## src/mem_settings.svh

```systemverilog
`ifndef MEM_SETTINGS_SVH
`define MEM_SETTINGS_SVH

//////////////////////////////////////////////////
// Datapath widths
//////////////////////////////////////////////////

// Data and address width of the hart
`define MEM_XLEN 32

// Register-file address width
`define MEM_REG_AW 5

// Byte lanes per data-memory word
`define MEM_LANES 4

// Major opcodes handled by the access stage
`define MEM_OPC_LOAD 7'b0000011
`define MEM_OPC_STORE 7'b0100011

`endif

```

## src/mem_pkg.sv

```systemverilog
`include "mem_settings.svh"

package mem_pkg;

    //////////////////////////////////////////////////
    // Instruction word views
    //////////////////////////////////////////////////

    // I-type layout, used by loads
    typedef struct packed {
        logic [11:0]            imm;
        logic [`MEM_REG_AW-1:0] rs1;
        logic [2:0]             funct3;
        logic [`MEM_REG_AW-1:0] rd;
        logic [6:0]             opcode;
    } inst_i_s;

    // S-type layout, used by stores
    // Immediate is split around rs2/rs1/funct3
    typedef struct packed {
        logic [6:0]             imm_hi;
        logic [`MEM_REG_AW-1:0] rs2;
        logic [`MEM_REG_AW-1:0] rs1;
        logic [2:0]             funct3;
        logic [4:0]             imm_lo;
        logic [6:0]             opcode;
    } inst_s_s;

    // One 32-bit word, read either way
    typedef union packed {
        inst_i_s i;
        inst_s_s s;
    } inst_u;

    // Access width taken from funct3[1:0]
    typedef enum logic [1:0] {
        SIZE_BYTE = 2'd0,
        SIZE_HALF = 2'd1,
        SIZE_WORD = 2'd2
    } access_size_e;

    //////////////////////////////////////////////////
    // Stage records
    //////////////////////////////////////////////////

    // Registered request at the end of the access stage
    typedef struct packed {
        logic [`MEM_XLEN-1:0]          addr;
        logic [`MEM_LANES-1:0]         mask;
        logic [`MEM_XLEN-1:0]          wdata;
        logic                          ren;
        logic                          wen;
        logic [$clog2(`MEM_LANES)-1:0] offset;
        access_size_e                  size;
        logic                          is_unsigned;
        logic [`MEM_REG_AW-1:0]        rd;
        logic                          valid;
        logic                          trap;
    } mem_req_s;

    // Writeback-style retire record
    typedef struct packed {
        logic                  valid;
        logic                  trap;
        logic [`MEM_REG_AW-1:0] rd;
        logic [`MEM_XLEN-1:0]  rd_wdata;
        logic [`MEM_XLEN-1:0]  addr;
        logic [`MEM_LANES-1:0] mask;
        logic                  ren;
        logic                  wen;
        logic [`MEM_XLEN-1:0]  wdata;
        logic [`MEM_XLEN-1:0]  rdata;
    } retire_s;

endpackage

```

## src/access_stage.sv

```systemverilog
`timescale 1ns/100ps
`default_nettype none

`include "mem_settings.svh"

module access_stage (
    input  logic                 i_clk,
    input  logic                 i_rst,
    // One strobe per access
    input  logic                 i_valid,
    input  mem_pkg::inst_u       i_inst,
    // Base register and store data
    input  logic [`MEM_XLEN-1:0] i_rs1_rdata,
    input  logic [`MEM_XLEN-1:0] i_rs2_rdata,
    // Request held for one cycle on the memory port
    output mem_pkg::mem_req_s    o_req
);

    logic                  is_load;
    logic                  is_store;
    logic [`MEM_XLEN-1:0]  imm;
    logic [`MEM_XLEN-1:0]  ea;
    logic [1:0]            offset;
    mem_pkg::access_size_e size;
    logic                  is_unsigned;
    logic                  trap;
    logic [`MEM_LANES-1:0] mask;
    logic [`MEM_XLEN-1:0]  wdata;
    mem_pkg::mem_req_s     req_d;

    //////////////////////////////////////////////////
    // Decode and effective address
    //////////////////////////////////////////////////

    // Opcode sits in the same bits in both views
    assign is_load  = i_inst.i.opcode == `MEM_OPC_LOAD;
    assign is_store = i_inst.i.opcode == `MEM_OPC_STORE;

    // S-type immediate for stores, I-type otherwise
    assign imm = is_store ?
        {{(`MEM_XLEN-12){i_inst.s.imm_hi[6]}}, i_inst.s.imm_hi, i_inst.s.imm_lo} :
        {{(`MEM_XLEN-12){i_inst.i.imm[11]}}, i_inst.i.imm};

    assign ea     = i_rs1_rdata + imm;
    assign offset = ea[1:0];

    // Checker and mapper see the same offset and size
    align_checker u_align_checker (
        .i_is_load  (is_load),
        .i_is_store (is_store),
        .i_funct3   (i_inst.i.funct3),
        .i_offset   (offset),
        .o_size     (size),
        .o_unsigned (is_unsigned),
        .o_trap     (trap)
    );

    lane_mapper u_lane_mapper (
        .i_size       (size),
        .i_offset     (offset),
        .i_store_data (i_rs2_rdata),
        .o_mask       (mask),
        .o_wdata      (wdata)
    );

    //////////////////////////////////////////////////
    // Request register
    //////////////////////////////////////////////////

    always_comb begin
        req_d             = '0;
        req_d.addr        = {ea[`MEM_XLEN-1:2], 2'b00};
        req_d.mask        = mask;
        req_d.wdata       = wdata;
        // A trap keeps both enables low
        req_d.ren         = i_valid && is_load && !trap;
        req_d.wen         = i_valid && is_store && !trap;
        req_d.offset      = offset;
        req_d.size        = size;
        req_d.is_unsigned = is_unsigned;
        // Only a good load writes rd
        req_d.rd          = (is_load && !trap) ? i_inst.i.rd : '0;
        req_d.valid       = i_valid;
        req_d.trap        = i_valid && trap;
    end

    always_ff @(posedge i_clk) begin
        o_req <= req_d;
        if (i_rst) begin
            o_req.valid <= 1'b0;
            o_req.ren   <= 1'b0;
            o_req.wen   <= 1'b0;
            o_req.trap  <= 1'b0;
        end
    end

endmodule

`default_nettype wire

```

## src/align_checker.sv

```systemverilog
`timescale 1ns/100ps
`default_nettype none

module align_checker (
    input  logic                  i_is_load,
    input  logic                  i_is_store,
    input  logic [2:0]            i_funct3,
    input  logic [1:0]            i_offset,
    output mem_pkg::access_size_e o_size,
    output logic                  o_unsigned,
    output logic                  o_trap
);

    logic funct3_ok;
    logic misaligned;

    // Width from funct3[1:0], code 3 falls back to word
    always_comb begin
        case (i_funct3[1:0])
            2'b00:   o_size = mem_pkg::SIZE_BYTE;
            2'b01:   o_size = mem_pkg::SIZE_HALF;
            default: o_size = mem_pkg::SIZE_WORD;
        endcase
    end

    // lbu and lhu set funct3[2]
    assign o_unsigned = i_funct3[2];

    // Loads define 0,1,2,4,5 and stores define 0,1,2
    assign funct3_ok = i_is_load  ? (i_funct3[1:0] != 2'b11 && i_funct3 != 3'b110) :
                       i_is_store ? (i_funct3[2] == 1'b0 && i_funct3[1:0] != 2'b11) :
                                    1'b0;

    // Half needs an even offset, word needs offset zero
    assign misaligned = (o_size == mem_pkg::SIZE_HALF && i_offset[0]) ||
                        (o_size == mem_pkg::SIZE_WORD && i_offset != 2'b00);

    assign o_trap = !funct3_ok || misaligned;

endmodule

`default_nettype wire

```

## src/lane_mapper.sv

```systemverilog
`timescale 1ns/100ps
`default_nettype none

`include "mem_settings.svh"

module lane_mapper (
    // Access width from the checker
    input  mem_pkg::access_size_e  i_size,
    // Low address bits of the effective address
    input  logic [1:0]             i_offset,
    // Unshifted rs2 value
    input  logic [`MEM_XLEN-1:0]   i_store_data,
    // Byte enables for the aligned word
    output logic [`MEM_LANES-1:0]  o_mask,
    // Store data moved into its lanes
    output logic [`MEM_XLEN-1:0]   o_wdata
);

    //////////////////////////////////////////////////
    // Lane selection
    //////////////////////////////////////////////////

    always_comb begin
        case (i_size)
            mem_pkg::SIZE_BYTE: begin
                // One lane at the byte offset
                o_mask  = 4'b0001 << i_offset;
                o_wdata = i_store_data << {i_offset, 3'b000};
            end
            mem_pkg::SIZE_HALF: begin
                // Low or high pair, picked by offset[1]
                o_mask  = i_offset[1] ? 4'b1100 : 4'b0011;
                o_wdata = i_store_data << {i_offset[1], 4'b0000};
            end
            default: begin
                // Full word, no shift
                o_mask  = 4'b1111;
                o_wdata = i_store_data;
            end
        endcase
    end

endmodule

`default_nettype wire

```

## src/load_retire.sv

```systemverilog
`timescale 1ns/100ps
`default_nettype none

`include "mem_settings.svh"

module load_retire (
    input  logic                 i_clk,
    input  logic                 i_rst,
    // Request currently on the memory port
    input  mem_pkg::mem_req_s    i_req,
    // Read data, one cycle after ren
    input  logic [`MEM_XLEN-1:0] i_dmem_rdata,
    output mem_pkg::retire_s     o_retire
);

    mem_pkg::mem_req_s    req_q;
    logic [7:0]           load_byte;
    logic [15:0]          load_half;
    logic [`MEM_XLEN-1:0] load_ext;

    //////////////////////////////////////////////////
    // Writeback register
    //////////////////////////////////////////////////

    always_ff @(posedge i_clk) begin
        req_q <= i_req;
        if (i_rst) begin
            req_q.valid <= 1'b0;
            req_q.ren   <= 1'b0;
            req_q.wen   <= 1'b0;
            req_q.trap  <= 1'b0;
        end
    end

    //////////////////////////////////////////////////
    // Load extraction
    //////////////////////////////////////////////////

    // Addressed byte and half from the returned word
    assign load_byte = i_dmem_rdata[{req_q.offset, 3'b000} +: 8];
    assign load_half = req_q.offset[1] ? i_dmem_rdata[31:16] : i_dmem_rdata[15:0];

    // Sign or zero fill by the unsigned flag
    always_comb begin
        case (req_q.size)
            mem_pkg::SIZE_BYTE:
                load_ext = {{(`MEM_XLEN-8){load_byte[7] & !req_q.is_unsigned}}, load_byte};
            mem_pkg::SIZE_HALF:
                load_ext = {{(`MEM_XLEN-16){load_half[15] & !req_q.is_unsigned}}, load_half};
            default:
                load_ext = i_dmem_rdata;
        endcase
    end

    //////////////////////////////////////////////////
    // Retire record
    //////////////////////////////////////////////////

    always_comb begin
        o_retire.valid    = req_q.valid;
        o_retire.trap     = req_q.trap;
        o_retire.rd       = req_q.rd;
        // Stores and traps write zero
        o_retire.rd_wdata = req_q.ren ? load_ext : '0;
        // Mirror of the port one cycle back
        o_retire.addr     = req_q.addr;
        o_retire.mask     = req_q.mask;
        o_retire.ren      = req_q.ren;
        o_retire.wen      = req_q.wen;
        o_retire.wdata    = req_q.wdata;
        // Raw word as the memory returned it
        o_retire.rdata    = i_dmem_rdata;
    end

endmodule

`default_nettype wire

```

## src/mem_pipe.sv

```systemverilog
`timescale 1ns/100ps
`default_nettype none

`include "mem_settings.svh"

module mem_pipe (
    input  logic                  i_clk,
    input  logic                  i_rst,
    // Decoded access from the execute side
    input  logic                  i_valid,
    input  mem_pkg::inst_u        i_inst,
    input  logic [`MEM_XLEN-1:0]  i_rs1_rdata,
    input  logic [`MEM_XLEN-1:0]  i_rs2_rdata,
    // Synchronous data memory
    input  logic [`MEM_XLEN-1:0]  i_dmem_rdata,
    output logic [`MEM_XLEN-1:0]  o_dmem_addr,
    output logic                  o_dmem_ren,
    output logic                  o_dmem_wen,
    output logic [`MEM_LANES-1:0] o_dmem_mask,
    output logic [`MEM_XLEN-1:0]  o_dmem_wdata,
    // Two edges after the strobe
    output mem_pkg::retire_s      o_retire
);

    mem_pkg::mem_req_s req;

    access_stage u_access_stage (
        .i_clk       (i_clk),
        .i_rst       (i_rst),
        .i_valid     (i_valid),
        .i_inst      (i_inst),
        .i_rs1_rdata (i_rs1_rdata),
        .i_rs2_rdata (i_rs2_rdata),
        .o_req       (req)
    );

    // Memory port comes straight off the request register
    assign o_dmem_addr  = req.addr;
    assign o_dmem_ren   = req.ren;
    assign o_dmem_wen   = req.wen;
    assign o_dmem_mask  = req.mask;
    assign o_dmem_wdata = req.wdata;

    load_retire u_load_retire (
        .i_clk        (i_clk),
        .i_rst        (i_rst),
        .i_req        (req),
        .i_dmem_rdata (i_dmem_rdata),
        .o_retire     (o_retire)
    );

endmodule

`default_nettype wire

```

## config.mk

```make
export PLATFORM = sky130hd
export DESIGN_NAME = mem_pipe
export DESIGN_NICKNAME = d
export VERILOG_FILES = /design/src/mem_pkg.sv /design/src/access_stage.sv /design/src/align_checker.sv /design/src/lane_mapper.sv /design/src/load_retire.sv /design/src/mem_pipe.sv
export VERILOG_INCLUDE_DIRS = /design/src
export SDC_FILE = /design/constraint.sdc
export NUM_CORES = 1
export LEC_CHECK = 0
export ABC_AREA = 1
export ABC_CLOCK_PERIOD_IN_PS = 3100
export BUFFER_PORTS_ARGS = -buffer_cell sky130_fd_sc_hd__buf_2
export CORE_UTILIZATION = 44
export DETAILED_ROUTE_END_ITERATION = 12
export PLACE_DENSITY_LB_ADDON = 0.3
export SLEW_MARGIN = 20
export SYNTH_ARGS = -nofsm -noshare
export SYNTH_HDL_FRONTEND = slang
export SYNTH_SLANG_ARGS = --single-unit
```

## constraint.sdc

```tcl
create_clock -name i_clk -period 3.1 [get_ports i_clk]
set_clock_uncertainty 0.05 [all_clocks]
set_input_delay 0.62 -clock i_clk [delete_from_list [all_inputs] [get_ports i_clk]]
set_output_delay 0.62 -clock i_clk [all_outputs]
set_load 0.05 [all_outputs]
```

==> metrics.log, run 1 <==
[metrics] Via-to-Cell Ratio: 4.540
[metrics] number of flops mapped to enable cells by yosys: 0
[metrics] peak-usage layer in the global routing report: met2
[metrics] Overall Power: roughly 6.8 mW
[metrics] met1 GRT Util: ~26%
[metrics] endpoint class of the critical path: primary output
[metrics] part of the Yosys area used for sequential elements: between 30% and 40%
[metrics] first-pass GRT wire length: roughly 32 mm
[metrics] clock buffers created by TritonCTS: 17
[metrics] reg2reg setup slack: 2560 ps
[metrics] routed wirelength normalized by instance count: 13.36 um
[metrics] post-synthesis cell type count: 38
[metrics] Clk pwr share: between 30% and 40%
[metrics] initial drt markers: 314
[metrics] number of buffers inserted by port buffering: 332
[metrics] remaining global-route overflow: 0
[metrics] leading register cell type out of synthesis: sky130_fd_sc_hd__dfxtp_1
[metrics] number of buffers between clock root and the deepest sink: 2
[metrics] clock-pin slew of the registers on the worst-case setup and hold paths: 70 ps
[metrics] via count: 7069
[metrics] count of endpoints failing hold in the final timing report: 0
[metrics] total cell area at the placement stage: around 0.0090 mm2
[metrics] top achievable clock speed: 354.9 MHz
[metrics] net count reported at finish: 1473
[metrics] final hold slack: 276.3 ps
[metrics] count of antenna diodes in the layout: 0
[metrics] post-route cell area: 0.009595 mm2
[metrics] worst setup path category: register to primary output
[metrics] relative contribution of combinational cells to total power: 32.7%
[metrics] met2 GRT Util: 36.74%
[metrics] Critical Path Fanout Max: 16
[metrics] internal power contribution: ~4 mW
[metrics] kind of cell adding the most delay to the critical path: simple AND/OR/NAND/NOR gates
[metrics] Crit path buffers/inverters: 1
[metrics] number of synthesized register bits: 160
[metrics] gate count after technology mapping: 1138
[metrics] share of the core filled with cells in the final layout: 51.47%
[metrics] fraction of power spent switching nets: roughly two fifths
[metrics] fin crit share: 90.90%
[metrics] number of buffers added to fix hold violations after cts: 0
[metrics] number of warnings printed during yosys synthesis: 0
[metrics] startpoint type of the worst setup path: register
[metrics] DRC violations left: 0
[metrics] TritonCTS Sinks: 160
[metrics] number of ports placed on the die boundary: roughly 340
[metrics] commonest non-fill, non-tap cell in the layout: sky130_fd_sc_hd__buf_2
[metrics] initial antenna violation count: 0
[metrics] Floorplan Core Area: 0.01864 mm2
[metrics] Die Y-Extent: 139.8 um
[metrics] routing usage on met3: 4.026%
[metrics] arrival time at the worst endpoint: 2150 ps
[metrics] cell at the root of the clock tree: sky130_fd_sc_hd__clkbuf_16
[metrics] final critical path time including I/O delays and setup: 2818 ps
[metrics] overall fraction of global-route tracks in use: 21.18%
[metrics] CTS HTree Levels: 4
[metrics] most used cells in the layout excluding fill and tap cells: 332 x sky130_fd_sc_hd__buf_2, 289 x sky130_fd_sc_hd__nand2_1, 158 x sky130_fd_sc_hd__dfxtp_1
[metrics] unrepaired setup endpoints after global routing: no
[metrics] die area: 0.01954 mm2
[metrics] P&R area growth vs syn: 14.86%
[metrics] number of nets still failing antenna checks after routing: 0
[metrics] sum of routed wire length over all layers: 20.80 mm
[metrics] async set-or-reset flop fraction in the synthesized netlist: 0%
[metrics] largest net degree at the start of global routing: 25
[metrics] final slew viol count: 0
[metrics] required time of the worst setup path: approximately 2400 ps
[metrics] final setup fails: 0
[metrics] slew at the pin with the worst max-slew slack: 632.7 ps
[metrics] Worst IR Drop VDD: 0.3661 mV
[metrics] share of power burned in registers: 36.6%
[metrics] worst slack after detailed placement: -111.4 ps
[metrics] router iterations before antenna repair: 7
[metrics] width of the chip: around 140 um
[metrics] net load switching power: 2.822 mW
[metrics] critical path cell sequence: nand2_1, and2_4, o21ai_2, a21oi_4, nand2_2, nand2_4, nor2_1, buf_2
[metrics] vias in the first global route: 6431
[metrics] max cap viols: 0
[metrics] row count: 50
[metrics] max-slew headroom at the worst pin: 57.76%
[metrics] Avg Cell Area, Syn: ~7.3 um2
[metrics] Post-Syn Area: around 0.0084 mm2
[metrics] final HPWL from detailed placement: around 17 mm
[metrics] slowest stage cell on the critical path: sky130_fd_sc_hd__dfxtp_2
[metrics] starting density of the core: 44.81%
[metrics] run status: finished clean
[metrics] share of layout cells above drive strength 1: 30.23%
[metrics] later-pin clock latency in the skew report: 420 ps
[metrics] Hold WC Path Type: register to register
[metrics] TritonCTS clock tree: done
[metrics] Power Dens Cells: approximately 700 mW/mm2
[metrics] cell leakage power: 5.532 nW
[metrics] global placer's final weighted congestion: 0.8800
[metrics] setup slack of the critical path after layout: 282.2 ps
[metrics] delay contributed by the slowest stage of the critical path: 500 ps
[synthesized netlist by cell type, types with 7 or more instances]
master                     instances  area, um2
sky130_fd_sc_hd__nor2_1          108      405.4
sky130_fd_sc_hd__inv_1           154      578.1
sky130_fd_sc_hd__buf_4           179       1344
sky130_fd_sc_hd__a21oi_1          48      240.2
sky130_fd_sc_hd__or2_2             7      43.79
sky130_fd_sc_hd__xor2_1           13      113.9
sky130_fd_sc_hd__mux2i_1           7      70.07
sky130_fd_sc_hd__dfxtp_1         160       3203
sky130_fd_sc_hd__o22ai_1           8      50.05
sky130_fd_sc_hd__o221ai_1          7      61.31
sky130_fd_sc_hd__a21boi_0          8      60.06
sky130_fd_sc_hd__a211oi_1          7      52.55
sky130_fd_sc_hd__o21ai_0          32      160.2
sky130_fd_sc_hd__nand2_1         289       1085
sky130_fd_sc_hd__nand3_1          29      145.1
sky130_fd_sc_hd__ha_1             31      387.9
[layer usage]
layer  part of all wire [%]  wire [um]
met5                      0          0
met4                    2.1        443
met3                    5.5       1140
met2                     49      10120
met1                     44       9087
[flip-flops by register name, indices dropped and copies added (netlist names)]
name	flops
u_access_stage.o_req	80
u_load_retire.o_retire	75
u_load_retire.req_q	5
[final cells by class]
class / instances / area [um2]
Fill cell: 1822 / 9047
Clock buffer: 17 / 425.4
Tap cell: 234 / 292.8
Sequential cell: 160 / 3206
Inverter: 158 / 598.1
Clock inverter: 15 / 180.2
Multi-Input combinational cell: 631 / 3144
Timing Repair Buffer: 342 / 1749
[power groups by stage]
stage	clock, mW	sequential, mW	combinational, mW
after floorplan	0	2.48	2.10
after global placement	0	2.53	2.21
after detailed placement	0	2.53	2.22
after CTS	2.13	2.49	2.22
after global routing	2.22	2.51	2.35
final	2.08	2.48	2.22
[logic make-up (layout without fill, tap and decap cells)]
| logic type | Yosys count | count (layout) | share of synthesized area, % |
|---|---|---|---|
| AND/OR/NAND/NOR | 456 | 456 | 21.88 |
| adder cells (fa/ha/maj) | 32 | 32 | 4.882 |
| flip-flops | 160 | 160 | 38.34 |
| other | 1 | 4 | 0.04489 |
| XOR/XNOR | 15 | 15 | 1.573 |
| multiplexers | 7 | 7 | 0.8387 |
| buffers and inverters | 350 | 532 | 24.16 |
| AO/OA/AOI/OAI | 117 | 117 | 8.282 |
[through the flow]
| stage | instances | setup TNS [ps] |
|---|---|---|
| CTS | 1557 | 0 |
| global placement | 1525 | -436.6 |
| finish | 1557 | 0 |
| global route | 1557 | 0 |
| floorplan | 1141 | 0 |
| detailed placement | 1525 | -824.6 |
[repair_timing]
action	in CTS	in global routing
setup buffers	0	0
setup endpoints to repair	0	17
resized for setup	0	2
[final timing paths]
kind,from,cells after the start,endpoint
min reg2reg,u_access_stage.o_req[8]$_DFF_P_,0,u_load_retire.req_q[8]$_DFF_P_
max reg2reg,u_access_stage.o_req[13]$_SDFF_PP0_,2,u_load_retire.o_retire[65]$_SDFF_PP0_
min,u_access_stage.o_req[8]$_DFF_P_,0,u_load_retire.req_q[8]$_DFF_P_
max,u_load_retire.req_q[11]$_DFF_P_,8,o_retire[118]
Note: power is estimated with default switching activity, not from simulation.
==> run 2: changes to the inputs <==
RECOVER_POWER = 100   (was not set)
==> run 2 against run 1 <==
Sequential power is essentially flat. Largest power group unchanged. Clock-buffer cell count is the same. Global-route usage is the same. Critical path type unchanged. Clock power is essentially flat. Setup slack lost 78 ps. First-iteration DRC count grew 2.5%. Sequential share of layout area grew 0.87 points. Cell area shrank 2.5%.
==> metrics.log, run 2 (synthesized netlist as in run 1, its figures left out) <==
[metrics] run status: finished clean
[metrics] clock buffers created by TritonCTS: 17
[metrics] final HPWL from detailed placement: ~17 mm
[metrics] number of post-CTS setup repair buffers: 0
[metrics] final-layout setup total negative slack: 0 ps
[metrics] endpoint class of the critical path: primary output
[metrics] starting density of the core: roughly 45%
[metrics] startpoint type of the worst setup path: register
[metrics] TritonCTS Sinks: 160
[metrics] CTS HTree Levels: 4
[metrics] arrival time at the worst endpoint: 2230 ps
[metrics] worst setup path category: register to primary output
[metrics] Worst IR Drop VDD: ~0.36 mV
[metrics] DRC violations left: 0
[metrics] post-route cell area: 0.009351 mm2
[metrics] die area: 0.01954 mm2
[metrics] final setup fails: 0
[metrics] required time of the worst setup path: 2430 ps
[metrics] first-pass GRT wire length: 32.20 mm
[metrics] P&R area growth vs syn: 11.94%
[metrics] count of antenna diodes in the layout: 0
[metrics] overall fraction of global-route tracks in use: a little over a fifth
[metrics] depth of the worst hold-timing path: 0
[metrics] commonest non-fill, non-tap cell in the layout: sky130_fd_sc_hd__nand2_1
[metrics] later-pin clock latency in the skew report: 420 ps
[metrics] Largest register FFs: 80
[metrics] Reg2Reg Depth: 2
[metrics] remaining global-route overflow: 0
[metrics] max-slew headroom at the worst pin: around half
[metrics] Worst Hold Launch: u_access_stage.o_req[8]$_DFF_P_
[metrics] fin crit share: between 90 and 100%
[metrics] share of the core filled with cells in the final layout: 50.16%
[metrics] number of buffers added to fix hold violations after cts: 0
[metrics] total cell area at the placement stage: 0.008987 mm2
[metrics] router iterations before antenna repair: 6
[metrics] met2 GRT Util: 36.74%
[metrics] count of endpoints failing hold in the final timing report: 0
[metrics] initial drt markers: 322
[metrics] slew at the pin with the worst max-slew slack: just under 800 ps
[metrics] TritonCTS clock tree: done
[metrics] largest net degree at the start of global routing: 25
[metrics] number of ports placed on the die boundary: about 340
[metrics] global placer's final weighted congestion: between 0.8 and 0.9
[metrics] reg-to-reg critical path endpoint: u_load_retire.o_retire[64]$_SDFF_PP0_
[metrics] initial antenna violation count: 0
[metrics] Hold WC Path Type: register to register
[metrics] Min-Delay Endpoint: u_load_retire.req_q[8]$_DFF_P_
[metrics] top achievable clock speed: 345.3 MHz
[metrics] number of gates resized after cts: 0
[metrics] net count reported at finish: 1473
[metrics] number of buffers inserted by port buffering: ~330
[metrics] routing usage on met3: 4.026%
[metrics] number of nets still failing antenna checks after routing: 0
[metrics] number of buffers between clock root and the deepest sink: 2
[metrics] Critical Path Fanout Max: 9
[metrics] cell at the root of the clock tree: sky130_fd_sc_hd__clkbuf_16
[metrics] width of the chip: 139.8 um
[metrics] Die Y-Extent: 139.8 um
[metrics] Power Dens Cells: slightly above 700 mW/mm2
[metrics] max cap viols: 0
[metrics] via count: between 7000 and 8000
[metrics] vias in the first global route: 6431
[metrics] peak-usage layer in the global routing report: met2
[metrics] routed wirelength normalized by instance count: 13.46 um
[metrics] cell leakage power: 4.948 nW
[metrics] most used cells in the layout excluding fill and tap cells: 289 x sky130_fd_sc_hd__nand2_1, 187 x sky130_fd_sc_hd__clkbuf_1, 158 x sky130_fd_sc_hd__dfxtp_1
[metrics] Floorplan Core Area: 0.01864 mm2
[metrics] clock-pin slew of the registers on the worst-case setup and hold paths: 70 ps
[metrics] share of layout cells above drive strength 1: 15.95%
[metrics] final critical path time including I/O delays and setup: 2896 ps
[metrics] reg2reg setup slack: 2550 ps
[metrics] sum of routed wire length over all layers: about 21 mm
[metrics] met1 GRT Util: 25.66%
[metrics] Via-to-Cell Ratio: between 4 and 5
[metrics] register with the highest flop count: u_access_stage.o_req
[metrics] launch instance of the worst register-to-register path: u_access_stage.o_req[12]$_SDFF_PP0_
[metrics] unrepaired setup endpoints after global routing: no
[metrics] final slew viol count: 0
[metrics] row count: 50
[run 2: per-layer routing]
layer,vias to the layer above,part of all wire [%]
met5,-,0
met4,0,2.2
met3,31,5.3
met2,246,48
met1,3120,44
li1,3688,-
[run 2: area by class of cell]
| type | count | area (um2) |
|---|---|---|
| clock buffers | 17 | 425.4 |
| clock inverters | 15 | 180.2 |
| fillers | 1907 | 9291 |
| inverters | 158 | 598.1 |
| multi-input cells | 631 | 3142 |
| flip-flops and latches | 160 | 3206 |
| well taps | 234 | 292.8 |
| repair buffers | 342 | 1508 |
[run 2: worst max path at each step]
| stage | end | startpoint | slack [ps] | cells past startpoint |
|---|---|---|---|---|
| 2_1_floorplan | u_access_stage.o_req[38]$_DFF_P_ | i_inst[3] | 130 | 15 |
| 3_3_place_gp | u_access_stage.o_req[44]$_DFF_P_ | i_inst[3] | -50 | 14 |
| 3_5_place_dp | u_access_stage.o_req[13]$_SDFF_PP0_ | i_inst[3] | -110 | 13 |
| 4_1_cts | o_retire[118] | u_load_retire.req_q[11]$_DFF_P_ | 50 | 8 |
| 5_1_grt | u_access_stage.o_req[13]$_SDFF_PP0_ | i_inst[3] | 40 | 13 |
| 6_report | o_retire[104] | u_load_retire.req_q[11]$_DFF_P_ | 200 | 7 |
[run 2: stage by stage]
stage          worst slack [ps]  instances  total power [mW]  hold WS (ps)
2_1_floorplan             125.8       1141             4.581         259.6
3_3_place_gp             -54.93       1525             4.735         259.9
3_5_place_dp             -111.4       1525             4.748         262.1
4_1_cts                   52.02       1557             6.842         277.9
5_1_grt                   38.31       1557             6.998         282.3
6_report                  203.9       1557             6.708         276.3
[run 2: power breakdown]
group	total (mW)	internal, mW	switching [mW]
Sequential	2.49	2.36	0.135
Combinational	2.13	0.415	1.71
Clock	2.08	1.10	0.988
[run 2: critical path, stage by stage, from the launching register on]
cell and delay (ps):
sky130_fd_sc_hd__dfxtp_2 500, sky130_fd_sc_hd__buf_4 240, sky130_fd_sc_hd__nand2_1 70, sky130_fd_sc_hd__a21boi_0 160, sky130_fd_sc_hd__o221ai_1 210, sky130_fd_sc_hd__nand2_1 70
sky130_fd_sc_hd__inv_1 70, sky130_fd_sc_hd__clkbuf_1 480
